**config.mk**
```make
export PLATFORM = sky130hd
export DESIGN_NAME = vb_top
export DESIGN_NICKNAME = d
export VERILOG_FILES = /design/src/common/vb_pkg.sv /design/src/common/vb_wd_if.sv /design/src/vb_entry/vb_line_buf.sv /design/src/vb_entry/vb_data_entry.sv /design/src/logic/vb_wd_arbiter.sv /design/src/logic/vb_top.sv
export SDC_FILE = /design/constraint.sdc
export NUM_CORES = 1
export LEC_CHECK = 0
export BUFFER_PORTS_ARGS = -buffer_cell sky130_fd_sc_hd__buf_2
export CAP_MARGIN = 10
export CORE_ASPECT_RATIO = 2
export CORE_UTILIZATION = 30
export CTS_CLUSTER_DIAMETER = 30
export CTS_CLUSTER_SIZE = 10
export DETAILED_ROUTE_END_ITERATION = 6
export HOLD_SLACK_MARGIN = 0.1
export SLEW_MARGIN = 25
export SYNTH_ARGS = -nofsm -noshare
export SYNTH_HDL_FRONTEND = slang
export SYNTH_HIERARCHICAL = 1
export SYNTH_SLANG_ARGS = --single-unit
export TNS_END_PERCENT = 10
```
**constraint.sdc**
```tcl
create_clock -name vb_data_entry_clk -period 6.3 [get_ports vb_data_entry_clk]
set_input_delay 0.315 -clock vb_data_entry_clk [delete_from_list [all_inputs] [get_ports vb_data_entry_clk]]
set_output_delay 0.315 -clock vb_data_entry_clk [all_outputs]
set_load 0.01 [all_outputs]
```
**src/common/vb_pkg.sv**
```systemverilog
// victim buffer shared definitions
package vb_pkg;

  //====================
  // widths
  //====================
  localparam int LINE_W    = 512;
  localparam int HALF_W    = 256;
  localparam int BEAT_W    = 128;
  localparam int BEATS     = 4;
  localparam int ADDR_ID_W = 2;

  //====================
  // entry state
  //====================
  // top bit set in every state that holds a line
  typedef enum logic [3:0] {
    IDLE            = 4'b0000,
    GET_VB_DATA     = 4'b1000,
    REQ_WRITE_ADDR  = 4'b1001,
    REQ_WRITE_DATA  = 4'b1010,
    GRNT_WRITE_DATA = 4'b1011
  } vb_state_e;

  // one cache line seen by the fill side and by the write side
  typedef union packed {
    logic [1:0][HALF_W-1:0]       half;
    logic [BEATS-1:0][BEAT_W-1:0] beat;
  } vb_line_u;

  // one-hot beat select
  typedef logic [BEATS-1:0] beat_sel_t;

endpackage

```
**src/common/vb_wd_if.sv**
```systemverilog
// entry to arbiter write channel
`timescale 1ns/1ps

interface vb_wd_if;
  import vb_pkg::*;

  // requests from the entry
  logic              req_addr;
  logic              req_data;
  logic [BEAT_W-1:0] line_data;

  // responses from the arbiter
  logic              addr_grant;
  logic              data_grant;
  beat_sel_t         beat_sel;
  logic              pop;

  modport entry (
    output req_addr,
    output req_data,
    output line_data,
    input  addr_grant,
    input  data_grant,
    input  beat_sel,
    input  pop
  );

  modport arbiter (
    input  req_addr,
    input  req_data,
    input  line_data,
    output addr_grant,
    output data_grant,
    output beat_sel,
    output pop
  );

endinterface

```
**src/vb_entry/vb_line_buf.sv**
```systemverilog
// victim line buffer
`timescale 1ns/1ps

module vb_line_buf (
  input  logic                        vb_data_entry_clk,
  input  logic                        cpurst_b,
  input  logic                        create_vld,
  input  logic                        fill_vld,
  input  logic [vb_pkg::HALF_W-1:0]   fill_data,
  input  vb_pkg::beat_sel_t           beat_sel,
  output logic                        line_full,
  output logic [vb_pkg::BEAT_W-1:0]   beat_data
);
  import vb_pkg::*;

  vb_line_u   line_q;
  logic [1:0] bias;

  //====================
  // fill bias
  //====================
  // bit 0 points at the low half, bit 1 at the high half
  always_ff @(posedge vb_data_entry_clk or negedge cpurst_b)
  begin
    if (!cpurst_b)
      bias <= 2'b01;
    else if (create_vld)
      bias <= 2'b01;
    else if (fill_vld)
      bias <= {bias[0], bias[1]};
  end

  //====================
  // line data
  //====================
  always_ff @(posedge vb_data_entry_clk)
  begin
    if (fill_vld && bias[0])
      line_q.half[0] <= fill_data;
    if (fill_vld && bias[1])
      line_q.half[1] <= fill_data;
  end

  // second half completes the line
  assign line_full = fill_vld && bias[1];

  // and-or mux over the beat view
  always_comb
  begin
    beat_data = '0;
    for (int b = 0; b < BEATS; b++)
    begin
      beat_data = beat_data | ({BEAT_W{beat_sel[b]}} & line_q.beat[b]);
    end
  end

endmodule

```
**src/vb_entry/vb_data_entry.sv**
```systemverilog
// victim buffer data entry
`timescale 1ns/1ps

module vb_data_entry (
  input  logic                           vb_data_entry_clk,
  input  logic                           cpurst_b,
  input  logic                           create_vld,
  input  logic                           create_dirty,
  input  logic [vb_pkg::ADDR_ID_W-1:0]   create_addr_id,
  input  logic                           fill_vld,
  input  logic [vb_pkg::HALF_W-1:0]      fill_data,
  output logic                           entry_vld,
  output logic                           dirty,
  output logic [vb_pkg::ADDR_ID_W-1:0]   addr_id,
  vb_wd_if.entry                         wd
);
  import vb_pkg::*;

  vb_state_e          state;
  vb_state_e          next_state;
  logic               line_full;
  logic [BEAT_W-1:0]  beat_data;

  //====================
  // line storage
  //====================
  vb_line_buf u_line_buf (
    .vb_data_entry_clk (vb_data_entry_clk),
    .cpurst_b          (cpurst_b),
    .create_vld        (create_vld),
    .fill_vld          (fill_vld),
    .fill_data         (fill_data),
    .beat_sel          (wd.beat_sel),
    .line_full         (line_full),
    .beat_data         (beat_data)
  );

  //====================
  // state register
  //====================
  always_ff @(posedge vb_data_entry_clk or negedge cpurst_b)
  begin
    if (!cpurst_b)
      state <= IDLE;
    else
      state <= next_state;
  end

  // eviction flow
  always_comb
  begin
    next_state = state;
    case (state)
      IDLE:
      begin
        if (create_vld)
          next_state = GET_VB_DATA;
      end
      GET_VB_DATA:
      begin
        // leave once the high half lands
        if (line_full)
          next_state = REQ_WRITE_ADDR;
      end
      REQ_WRITE_ADDR:
      begin
        if (wd.addr_grant)
          next_state = REQ_WRITE_DATA;
      end
      REQ_WRITE_DATA:
      begin
        if (wd.data_grant)
          next_state = GRNT_WRITE_DATA;
      end
      GRNT_WRITE_DATA:
      begin
        // pop comes with the last accepted beat
        if (wd.pop)
          next_state = IDLE;
      end
      default:
        next_state = IDLE;
    endcase
  end

  //====================
  // attributes
  //====================
  // captured once per eviction
  always_ff @(posedge vb_data_entry_clk or negedge cpurst_b)
  begin
    if (!cpurst_b)
    begin
      dirty   <= 1'b0;
      addr_id <= '0;
    end
    else if (create_vld)
    begin
      dirty   <= create_dirty;
      addr_id <= create_addr_id;
    end
  end

  // requests come straight from state
  assign entry_vld    = state[3];
  assign wd.req_addr  = (state == REQ_WRITE_ADDR);
  assign wd.req_data  = (state == REQ_WRITE_DATA);
  assign wd.line_data = beat_data;

endmodule

```
**src/logic/vb_wd_arbiter.sv**
```systemverilog
// write address and data arbiter
`timescale 1ns/1ps

module vb_wd_arbiter #(
  parameter  int NUM_ENTRIES = 2,
  localparam int ID_W        = $clog2(NUM_ENTRIES)
) (
  input  logic                                        vb_data_entry_clk,
  input  logic                                        cpurst_b,
  input  logic                                        biu_grant,
  input  logic                                        wd_ready,
  input  logic [NUM_ENTRIES-1:0]                      entry_dirty,
  input  logic [NUM_ENTRIES-1:0][vb_pkg::ADDR_ID_W-1:0] entry_addr_id,
  output logic                                        biu_req,
  output logic [ID_W-1:0]                             biu_req_id,
  output logic                                        biu_req_dirty,
  output logic [vb_pkg::ADDR_ID_W-1:0]                biu_req_addr_id,
  output logic                                        wd_vld,
  output logic [ID_W-1:0]                             wd_id,
  output logic [vb_pkg::BEAT_W-1:0]                   wd_data,
  output logic                                        wd_last,
  vb_wd_if.arbiter                                    wd [NUM_ENTRIES]
);
  import vb_pkg::*;

  logic [NUM_ENTRIES-1:0] addr_req;
  logic [NUM_ENTRIES-1:0] data_req;
  logic [NUM_ENTRIES-1:0] entry_pop;
  logic [BEAT_W-1:0]      beat_data [NUM_ENTRIES];
  logic [ID_W-1:0]        addr_ptr;
  logic [ID_W-1:0]        addr_sel;
  logic                   addr_lock;
  logic [ID_W-1:0]        addr_lock_id;
  logic [ID_W-1:0]        data_ptr;
  logic [ID_W-1:0]        data_pick;
  logic                   data_busy;
  logic [ID_W-1:0]        data_owner;
  beat_sel_t              beat_q;
  logic                   data_start;
  logic                   beat_xfer;
  logic                   last_xfer;

  // first requester at or after ptr
  function automatic logic [ID_W-1:0] rr_pick(input logic [NUM_ENTRIES-1:0] req,
                                               input logic [ID_W-1:0] ptr);
    int              idx;
    logic [ID_W-1:0] pick;
    logic            found;
    pick  = ptr;
    found = 1'b0;
    for (int k = 0; k < NUM_ENTRIES; k++)
    begin
      idx = (int'(ptr) + k) % NUM_ENTRIES;
      if (!found && req[idx])
      begin
        pick  = ID_W'(idx);
        found = 1'b1;
      end
    end
    return pick;
  endfunction

  function automatic logic [ID_W-1:0] next_id(input logic [ID_W-1:0] id);
    return (int'(id) == NUM_ENTRIES - 1) ? '0 : id + 1'b1;
  endfunction

  //====================
  // address channel
  //====================
  // a stalled request keeps its id until granted
  assign addr_sel        = addr_lock ? addr_lock_id : rr_pick(addr_req, addr_ptr);
  assign biu_req         = |addr_req;
  assign biu_req_id      = addr_sel;
  assign biu_req_dirty   = entry_dirty[addr_sel];
  assign biu_req_addr_id = entry_addr_id[addr_sel];

  always_ff @(posedge vb_data_entry_clk or negedge cpurst_b)
  begin
    if (!cpurst_b)
    begin
      addr_ptr     <= '0;
      addr_lock    <= 1'b0;
      addr_lock_id <= '0;
    end
    else if (biu_req && biu_grant)
    begin
      addr_ptr  <= next_id(addr_sel);
      addr_lock <= 1'b0;
    end
    else if (biu_req)
    begin
      addr_lock    <= 1'b1;
      addr_lock_id <= addr_sel;
    end
  end

  //====================
  // data sequencer
  //====================
  assign data_pick  = rr_pick(data_req, data_ptr);
  assign data_start = !data_busy && (|data_req);
  assign beat_xfer  = data_busy && wd_ready;
  assign last_xfer  = beat_xfer && beat_q[BEATS-1];

  always_ff @(posedge vb_data_entry_clk or negedge cpurst_b)
  begin
    if (!cpurst_b)
    begin
      data_busy  <= 1'b0;
      data_owner <= '0;
      data_ptr   <= '0;
      beat_q     <= '0;
    end
    else if (data_start)
    begin
      data_busy  <= 1'b1;
      data_owner <= data_pick;
      data_ptr   <= next_id(data_pick);
      beat_q     <= beat_sel_t'(1);
    end
    else if (last_xfer)
    begin
      // channel frees up on the following cycle
      data_busy <= 1'b0;
      beat_q    <= '0;
    end
    else if (beat_xfer)
      beat_q <= {beat_q[BEATS-2:0], 1'b0};
  end

  assign wd_vld  = data_busy;
  assign wd_id   = data_owner;
  assign wd_data = beat_data[data_owner];
  assign wd_last = beat_q[BEATS-1];

  //====================
  // per entry wiring
  //====================
  for (genvar i = 0; i < NUM_ENTRIES; i++)
  begin : g_port
    assign addr_req[i]     = wd[i].req_addr;
    assign data_req[i]     = wd[i].req_data;
    assign beat_data[i]    = wd[i].line_data;
    assign entry_pop[i]    = last_xfer && (data_owner == ID_W'(i));
    assign wd[i].addr_grant = biu_req && biu_grant && (addr_sel == ID_W'(i));
    assign wd[i].data_grant = data_start && (data_pick == ID_W'(i));
    assign wd[i].pop       = entry_pop[i];
    // only the owner sees a live beat select
    assign wd[i].beat_sel  = (data_busy && data_owner == ID_W'(i)) ? beat_q : '0;
  end

endmodule

```
**src/logic/vb_top.sv**
```systemverilog
// victim write-back buffer top
`timescale 1ns/1ps

module vb_top #(
  parameter  int NUM_ENTRIES = 2,
  localparam int ID_W        = $clog2(NUM_ENTRIES)
) (
  input  logic                          vb_data_entry_clk,
  input  logic                          cpurst_b,
  input  logic                          create_vld,
  input  logic [ID_W-1:0]               create_id,
  input  logic                          create_dirty,
  input  logic [vb_pkg::ADDR_ID_W-1:0]  create_addr_id,
  input  logic                          fill_vld,
  input  logic [ID_W-1:0]               fill_id,
  input  logic [vb_pkg::HALF_W-1:0]     fill_data,
  input  logic                          biu_grant,
  input  logic                          wd_ready,
  output logic [NUM_ENTRIES-1:0]        entry_vld,
  output logic                          biu_req,
  output logic [ID_W-1:0]               biu_req_id,
  output logic                          biu_req_dirty,
  output logic [vb_pkg::ADDR_ID_W-1:0]  biu_req_addr_id,
  output logic                          wd_vld,
  output logic [ID_W-1:0]               wd_id,
  output logic [vb_pkg::BEAT_W-1:0]     wd_data,
  output logic                          wd_last
);
  import vb_pkg::*;

  logic [NUM_ENTRIES-1:0]                entry_create;
  logic [NUM_ENTRIES-1:0]                entry_fill;
  logic [NUM_ENTRIES-1:0]                entry_dirty;
  logic [NUM_ENTRIES-1:0][ADDR_ID_W-1:0] entry_addr_id;

  vb_wd_if wd_if [NUM_ENTRIES] ();

  //====================
  // entries
  //====================
  for (genvar i = 0; i < NUM_ENTRIES; i++)
  begin : g_entry
    // id decode to per entry strobes
    assign entry_create[i] = create_vld && (create_id == ID_W'(i));
    assign entry_fill[i]   = fill_vld && (fill_id == ID_W'(i));

    vb_data_entry u_entry (
      .vb_data_entry_clk (vb_data_entry_clk),
      .cpurst_b          (cpurst_b),
      .create_vld        (entry_create[i]),
      .create_dirty      (create_dirty),
      .create_addr_id    (create_addr_id),
      .fill_vld          (entry_fill[i]),
      .fill_data         (fill_data),
      .entry_vld         (entry_vld[i]),
      .dirty             (entry_dirty[i]),
      .addr_id           (entry_addr_id[i]),
      .wd                (wd_if[i])
    );
  end

  //====================
  // shared channels
  //====================
  vb_wd_arbiter #(
    .NUM_ENTRIES (NUM_ENTRIES)
  ) u_arbiter (
    .vb_data_entry_clk (vb_data_entry_clk),
    .cpurst_b          (cpurst_b),
    .biu_grant         (biu_grant),
    .wd_ready          (wd_ready),
    .entry_dirty       (entry_dirty),
    .entry_addr_id     (entry_addr_id),
    .biu_req           (biu_req),
    .biu_req_id        (biu_req_id),
    .biu_req_dirty     (biu_req_dirty),
    .biu_req_addr_id   (biu_req_addr_id),
    .wd_vld            (wd_vld),
    .wd_id             (wd_id),
    .wd_data           (wd_data),
    .wd_last           (wd_last),
    .wd                (wd_if)
  );

endmodule

```
* Yosys cells after proc, flatten, opt, wreduce, memory -nomap -nowiden
Cells that the tools add are included.
Word-level totals: input port bits 267, logic and storage cells 156, register bits after elaboration 1052, output and inout port bits 138
Cells by class: $lt $le $gt $ge 6, eq/ne operators 18, mux-type cells 49, reduce and logical (&&, ||, !) cells 37, bitwise logic cells 23, $add $sub $neg 4
Operators by type and width (count):
- AND 128 bit | 8
- OR 128 bit | 6
- 2-to-1 mux 128 bit | 3
- 2-to-1 mux 4 bit | 15
- case mux 4 bit (5 select lines) | 2
- equality test 4 bit, second input constant | 8
- 2-to-1 mux 1 bit | 23
- logical AND 1 bit | 22
- 2-to-1 mux 2 bit | 6
- inequality test 2 x 1 -> 1 bit, second input constant | 6
- AND reduction 5 bit | 2
- zero test 4 bit | 2
- inequality test 2 bit, second input constant | 4
- nonzero test 2 bit | 4
- < comparator 1 x 2 -> 1 bit, second input constant | 3
- < comparator 2 x 3 -> 1 bit, second input constant | 2
- inverter 1 bit | 6
- adder 1 bit, second input constant | 4
- OR reduction 2 bit | 2
- zero test 1 bit | 3
- nonzero test 3 bit | 1
- AND 1 bit, first input constant | 2
- >= comparator 2 bit, second input constant | 1
- inverter 1 -> 2 bit | 1
- AND reduction 2 bit | 1

* Longest topological paths before layout
depth in word-level cells 12, depth in mapped cells 9

* By module
The synthesis kept the hierarchy.
Modules (own cells, without submodules):
- vb_line_buf (g_entry[0].u_entry.u_line_buf) | cells each 960, instances 1, seq. area each 15426.0 um2, area an instance 18525.3 um2
- vb_line_buf (g_entry[1].u_entry.u_line_buf) | cells each 960, instances 1, seq. area each 15426.0 um2, area an instance 18467.7 um2
- vb_wd_arbiter | cells each 217, instances 1, seq. area each 250.2 um2, area an instance 2164.6 um2
- vb_data_entry | cells each 25, instances 2, seq. area each 150.1 um2, area an instance 271.5 um2
- vb_top | cells each 4, instances 1, seq. area each 0.0 um2, area an instance 32.5 um2

* Worst setup path after synthesis
No wires, ideal clock.
path kind input to register, from input fill_id, to register g_entry[0].u_entry.state[0], path buffers 0, data arrival time 7046 ps, setup slack -811 ps, data required time 6235 ps, setup time 65 ps, stages on the path 5, cell sequence and2b_2 > and2_1 > mux2i_1 > nor2_1 > o21a_1
Between the ends: longest elaborated chain between the ends 5
RTL lines:
- start: declaration | line vb_top.sv:15 | input logic [ID_W-1:0] fill_id,
- inverter 1 bit | line vb_top.sv:45 | assign entry_fill[i] = fill_vld && (fill_id == ID_W'(i));
- logical AND 1 bit | line vb_top.sv:45
- logical AND 1 bit | line vb_line_buf.sv:45 | assign line_full = fill_vld && bias[1];
- net g_entry[0].u_entry.line_full | line vb_data_entry.sv:21 | logic line_full;
- inequality test 2 x 1 -> 1 bit (no source line)
- AND reduction 5 bit (no source line)
- end signal: assignment | line vb_data_entry.sv:46 | state <= next_state;
- end: declaration | line vb_data_entry.sv:19 | vb_state_e state;
The timed path passes the listed nets, and every way through them passes these cells. A chain may end at the register's enable or synchronous reset.

* Worst setup path after layout
from register u_arbiter.data_owner (netlist: u_arbiter/wd_id), to output wd_data[9] (netlist name)
Between the ends: elaborated cells on any way between the ends 23
RTL lines:
- start: declaration | line vb_wd_arbiter.sv:37 | logic [ID_W-1:0] data_owner;
- start signal: assignment | line vb_wd_arbiter.sv:117 | data_owner <= data_pick;
- logical AND 1 bit | line vb_wd_arbiter.sv:149 | assign wd[i].beat_sel = (data_busy && data_owner == ID_W'(i)) ? beat_q : '0;
- 2-to-1 mux 4 bit | line vb_wd_arbiter.sv:149
- net wd_if[1].beat_sel[1] | line vb_wd_if.sv:15 | beat_sel_t beat_sel;
- AND 128 bit | line vb_line_buf.sv:53 | beat_data = beat_data | ({BEAT_W{beat_sel[b]}} & line_q.beat[b]);
- OR 128 bit (3 in series) | line vb_line_buf.sv:53
- net wd_if[1].line_data[9] | line vb_wd_if.sv:10 | logic [BEAT_W-1:0] line_data;
- 2-to-1 mux 128 bit (not written as such) (3 in series) | line vb_wd_arbiter.sv:133 | assign wd_data = beat_data[data_owner];
- end: declaration | line vb_top.sv:26 | output logic [vb_pkg::BEAT_W-1:0] wd_data,
The timed path passes the listed nets, and every way through them passes these cells. The select of a mux whose other input is x is not followed.

==> results.yml <==
logic_synthesis:
  syn_area_per_cell_um2: 18.1
  synth_fp_nets: 2458
  postSynthCellCount: 2191
  ys.flop_type: "edfxtp_1"
  synth_edf_count: 1024
  ys_warn_count: 6
  syn_area_mm2: 0.0397
  seq_area_frac_synth_pct: 79.0
  async_reset_ff_share_pct: 2.48
  ys_seq_elements: 1050
  ys_types: 37
cells_and_area:
  area_delta_synth_final_pct: 25.6
  final_nets: 3169
  final_layout_size_suffix_gt1_share_pct: 26.1
  layout.cells.non_filler: 4681
  utilization_pct: 38.0
  final_area_mm2: 0.0499
  fillers: 12047
worst_setup_path:
  crit_slowest_cell: "dfrtp_4"
  required_ps: 5980
  endpoint_kind: "output pin"
  crit_fanout: 49
  crit_buf_inv: 2
  crit_type: "flop to output pin"
  critPathLaunchType: "flop"
  cpPeakStageDelay_ps: 980
  path_delay_family: "flip-flops"
  setup.worst_path.start: "u_arbiter/wd_id"
  crit_arrival_ps: 3700
  crit_chain: "and3_4 -> buf_4 -> a22oi_1 -> nand2_1 -> mux2_2 -> buf_2"
  r2r-start: "g_entry[1].u_entry/u_line_buf/bias[0]"
floorplan:
  core_area_mm2: 0.131
  dieArea_mm2: 0.134
  start_util_pct: 30.3
  chipHeight_um: 517
  rows: 188
  io_pins: 405
  die-width_um: 259
global_routing:
  grt_pass1_vias: 24771
  grt.total_usage_pct: 14.5
  grt_pass1_wl_mm: 145
  gr-total-overflow: 0
  grt_max_degree: 137
  grt_antenna_before_repair: 8
cts:
  clockRootBuffer: "clkbuf_16"
  cts_buffers: 135
  cts_tree: "built"
  clk_latency_ps: 730
  cts_sinks: 1050
  clk_pin_slew_worst_paths_ps: 60
  cts.htree.levels: 4
  cts-resized-gates: 0
  clockBufferDepth: 3
timing:
  period_minus_slack_ps: 4010
  hold_viol: 0
  maxSlewViolCount: 0
  setup_violations: 0
  worstMarginPinSlew_ps: 1130
  max_clock_freq_mhz: 249
  fin_crit_sh_pct: 63.7
  hold-worst-slack_ps: 177
  fin_ws_ps: 2290
  relSlewSlack_pct: 24.8
  rsz0062_at_grt: "false"
  fin_skew_ps: 20.5
place:
  port_buffers: 404
  place_congestion: 0.733
  post-dp-hpwl_mm: 54.6
  pre_cts_slack_ps: 3030
  dp.cells: 4204
  postPlaceCellArea_mm2: 0.0430
drt:
  drt_iter0_markers: 1683
  vias: 22902
  route.detailed.drc: 0
  wl_per_cell_um: 21.0
  dr.pass1.iters: 7
  routed_wl_mm: 98.2
  ant_nets: 0
  vias_per_cell: 4.89
power:
  p_leak_uw: 0.0180
  power_density_mw_per_mm2: 321
  ir_drop_mv: 0.262
outcome:
  outcome: "finished, final reports clean"
hold_path:
  min_path_type: "primary input to asynchronous set/reset pin"
job:
  drv_cap: 0
-- state kept, by name, indices dropped and copies added (netlist names) --
name                               count
g_entry.u_entry/u_line_buf/bias        4
g_entry.u_entry/u_line_buf/line_q   1024
g_entry.u_entry/state                  6
u_arbiter/addr_lock                    1
u_arbiter/addr_ptr                     1
u_arbiter/wd_vld                       1
g_entry.u_entry/addr_id                4
u_arbiter/addr_lock_id                 1
u_arbiter/wd_id                        1
u_arbiter/data_ptr                     1
u_arbiter/beat_q                       4
g_entry.u_entry/dirty                  2
-- path summary, 6_finish.rpt --
kind / to / slack (ps) / depth (start not counted)
min: u_arbiter/beat_q[3] / 180 / 2
min reg2reg: g_entry[1].u_entry/dirty / 520 / 1
max reg2reg: g_entry[1].u_entry/u_line_buf/line_q[16] / 4300 / 2
max in group asynchronous: u_arbiter/wd_id / 5650 / 2
min in group vb_data_entry_clk: g_entry[1].u_entry/u_line_buf/line_q[402] / 320 / 2
max: wd_data[9] / 2290 / 6
-- repair_timing --
action                                 4_1_cts  5_1_grt
endpoints found under the hold margin     1070        0
buffers inserted                             0        0
hold buffers                               271        0
-- routing by layer --
metal  GRT usage, %  vias to the layer above  part of all wire [%]  wire (um)
met5              0                        -                 0.013         13
met4           6.03                        2                   2.8       2720
met3           3.23                      171                   6.2       6050
met2           26.9                      792                    53      52200
met1           15.5                    11706                    38      37100
li1               -                    10231                     -          -
-- area by class of cell --
| type | count | area (um^2) | share of cell area (%) |
|---|---|---|---|
| diodes | 5 | 12.5 | 0.0251 |
| clock buffers | 157 | 3480 | 6.98 |
| clock inverters | 44 | 661 | 1.32 |
| inverters | 10 | 37.5 | 0.0752 |
| multi-input cells | 1001 | 7030 | 14.1 |
| flip-flops and latches | 1050 | 31400 | 62.9 |
| well taps | 1710 | 2140 | 4.29 |
| repair buffers | 704 | 5130 | 10.3 |
-- kinds of logic (layout without fill, tap and decap cells) --
family	Yosys count	after routing	synth area share, %
and+or+nand+nor	315	315	3.19
AOI/OAI and AO/OA	545	545	10.4
DFF	1050	1050	79.0
other	0	5	0
buffers and inverters	140	915	3.39
muxes	141	141	3.98
-- cell usage in the layout, fill, tap and decap left out, types with 3 or more instances in the layout --
cell           Yosys  layout
edfxtp_1        1024    1024
a22oi_1          502     502
buf_2             28     404
dlygate4sd3_1      0     271
nand2_1          269     269
clkbuf_16          0     136
mux2_2           135     135
dfrtp_1           24      23
clkbuf_1           0      21
buf_4              0      15
nor2_1            14      14
buf_12             0      14
bufinv_16          0      11
inv_1             10      10
a22oi_2           10      10
clkinv_1           0       9
a21oi_1            8       8
clkinv_2           0       7
and3_1            11       7
and2_4             0       6
diode_2            0       5
o21a_1             5       5
o21ai_0            5       5
inv_6              0       4
clkinv_8           0       4
mux2i_1            4       4
and3_4             0       4
clkinv_16          0       3
clkinvlp_4         0       3
nand2b_1           3       3
-- Yosys cell counts (3+ instances only) --
library cell  count  area (um^2)
o21a_1            5         37.5
buf_2            28          140
a22oi_2          10          125
dfrtp_1          24          601
nor2_1           14         52.6
and2_1            6         37.5
clkbuf_8          9          124
inv_1            10         37.5
edfxtp_1       1024        30700
buf_6            93         1050
nand2_1         269         1010
o21ai_0           5         25.0
mux2i_1           4         40.0
mux2_2          135         1520
a21oi_1           8         40.0
a22oi_1         502         3770
nor3_1            4         20.0
nand2b_1          3         18.8
and3_1           11         68.8
-- worst reg2reg max path, stage by stage, from the launching register on --
cell,delay (ps)
dfstp_2,540
and2_4,240
buf_12,380
-- power breakdown --
part           switching, uW  internal [uW]  leakage (uW)
sequential               111           8050       0.00969
combinational            416            277       0.00635
clock                   2770           4380       0.00200
total                   3300          12700        0.0180
-- metrics by stage --
step           total power (uW)  TNS (ps)
6_report                  16000         0
5_1_grt                   16500         0
4_1_cts                   16200         0
3_5_place_dp               8840         0
3_3_place_gp               8810         0
2_1_floorplan              8590   -357990
No activity file was read; power rests on OpenSTA's default activity.
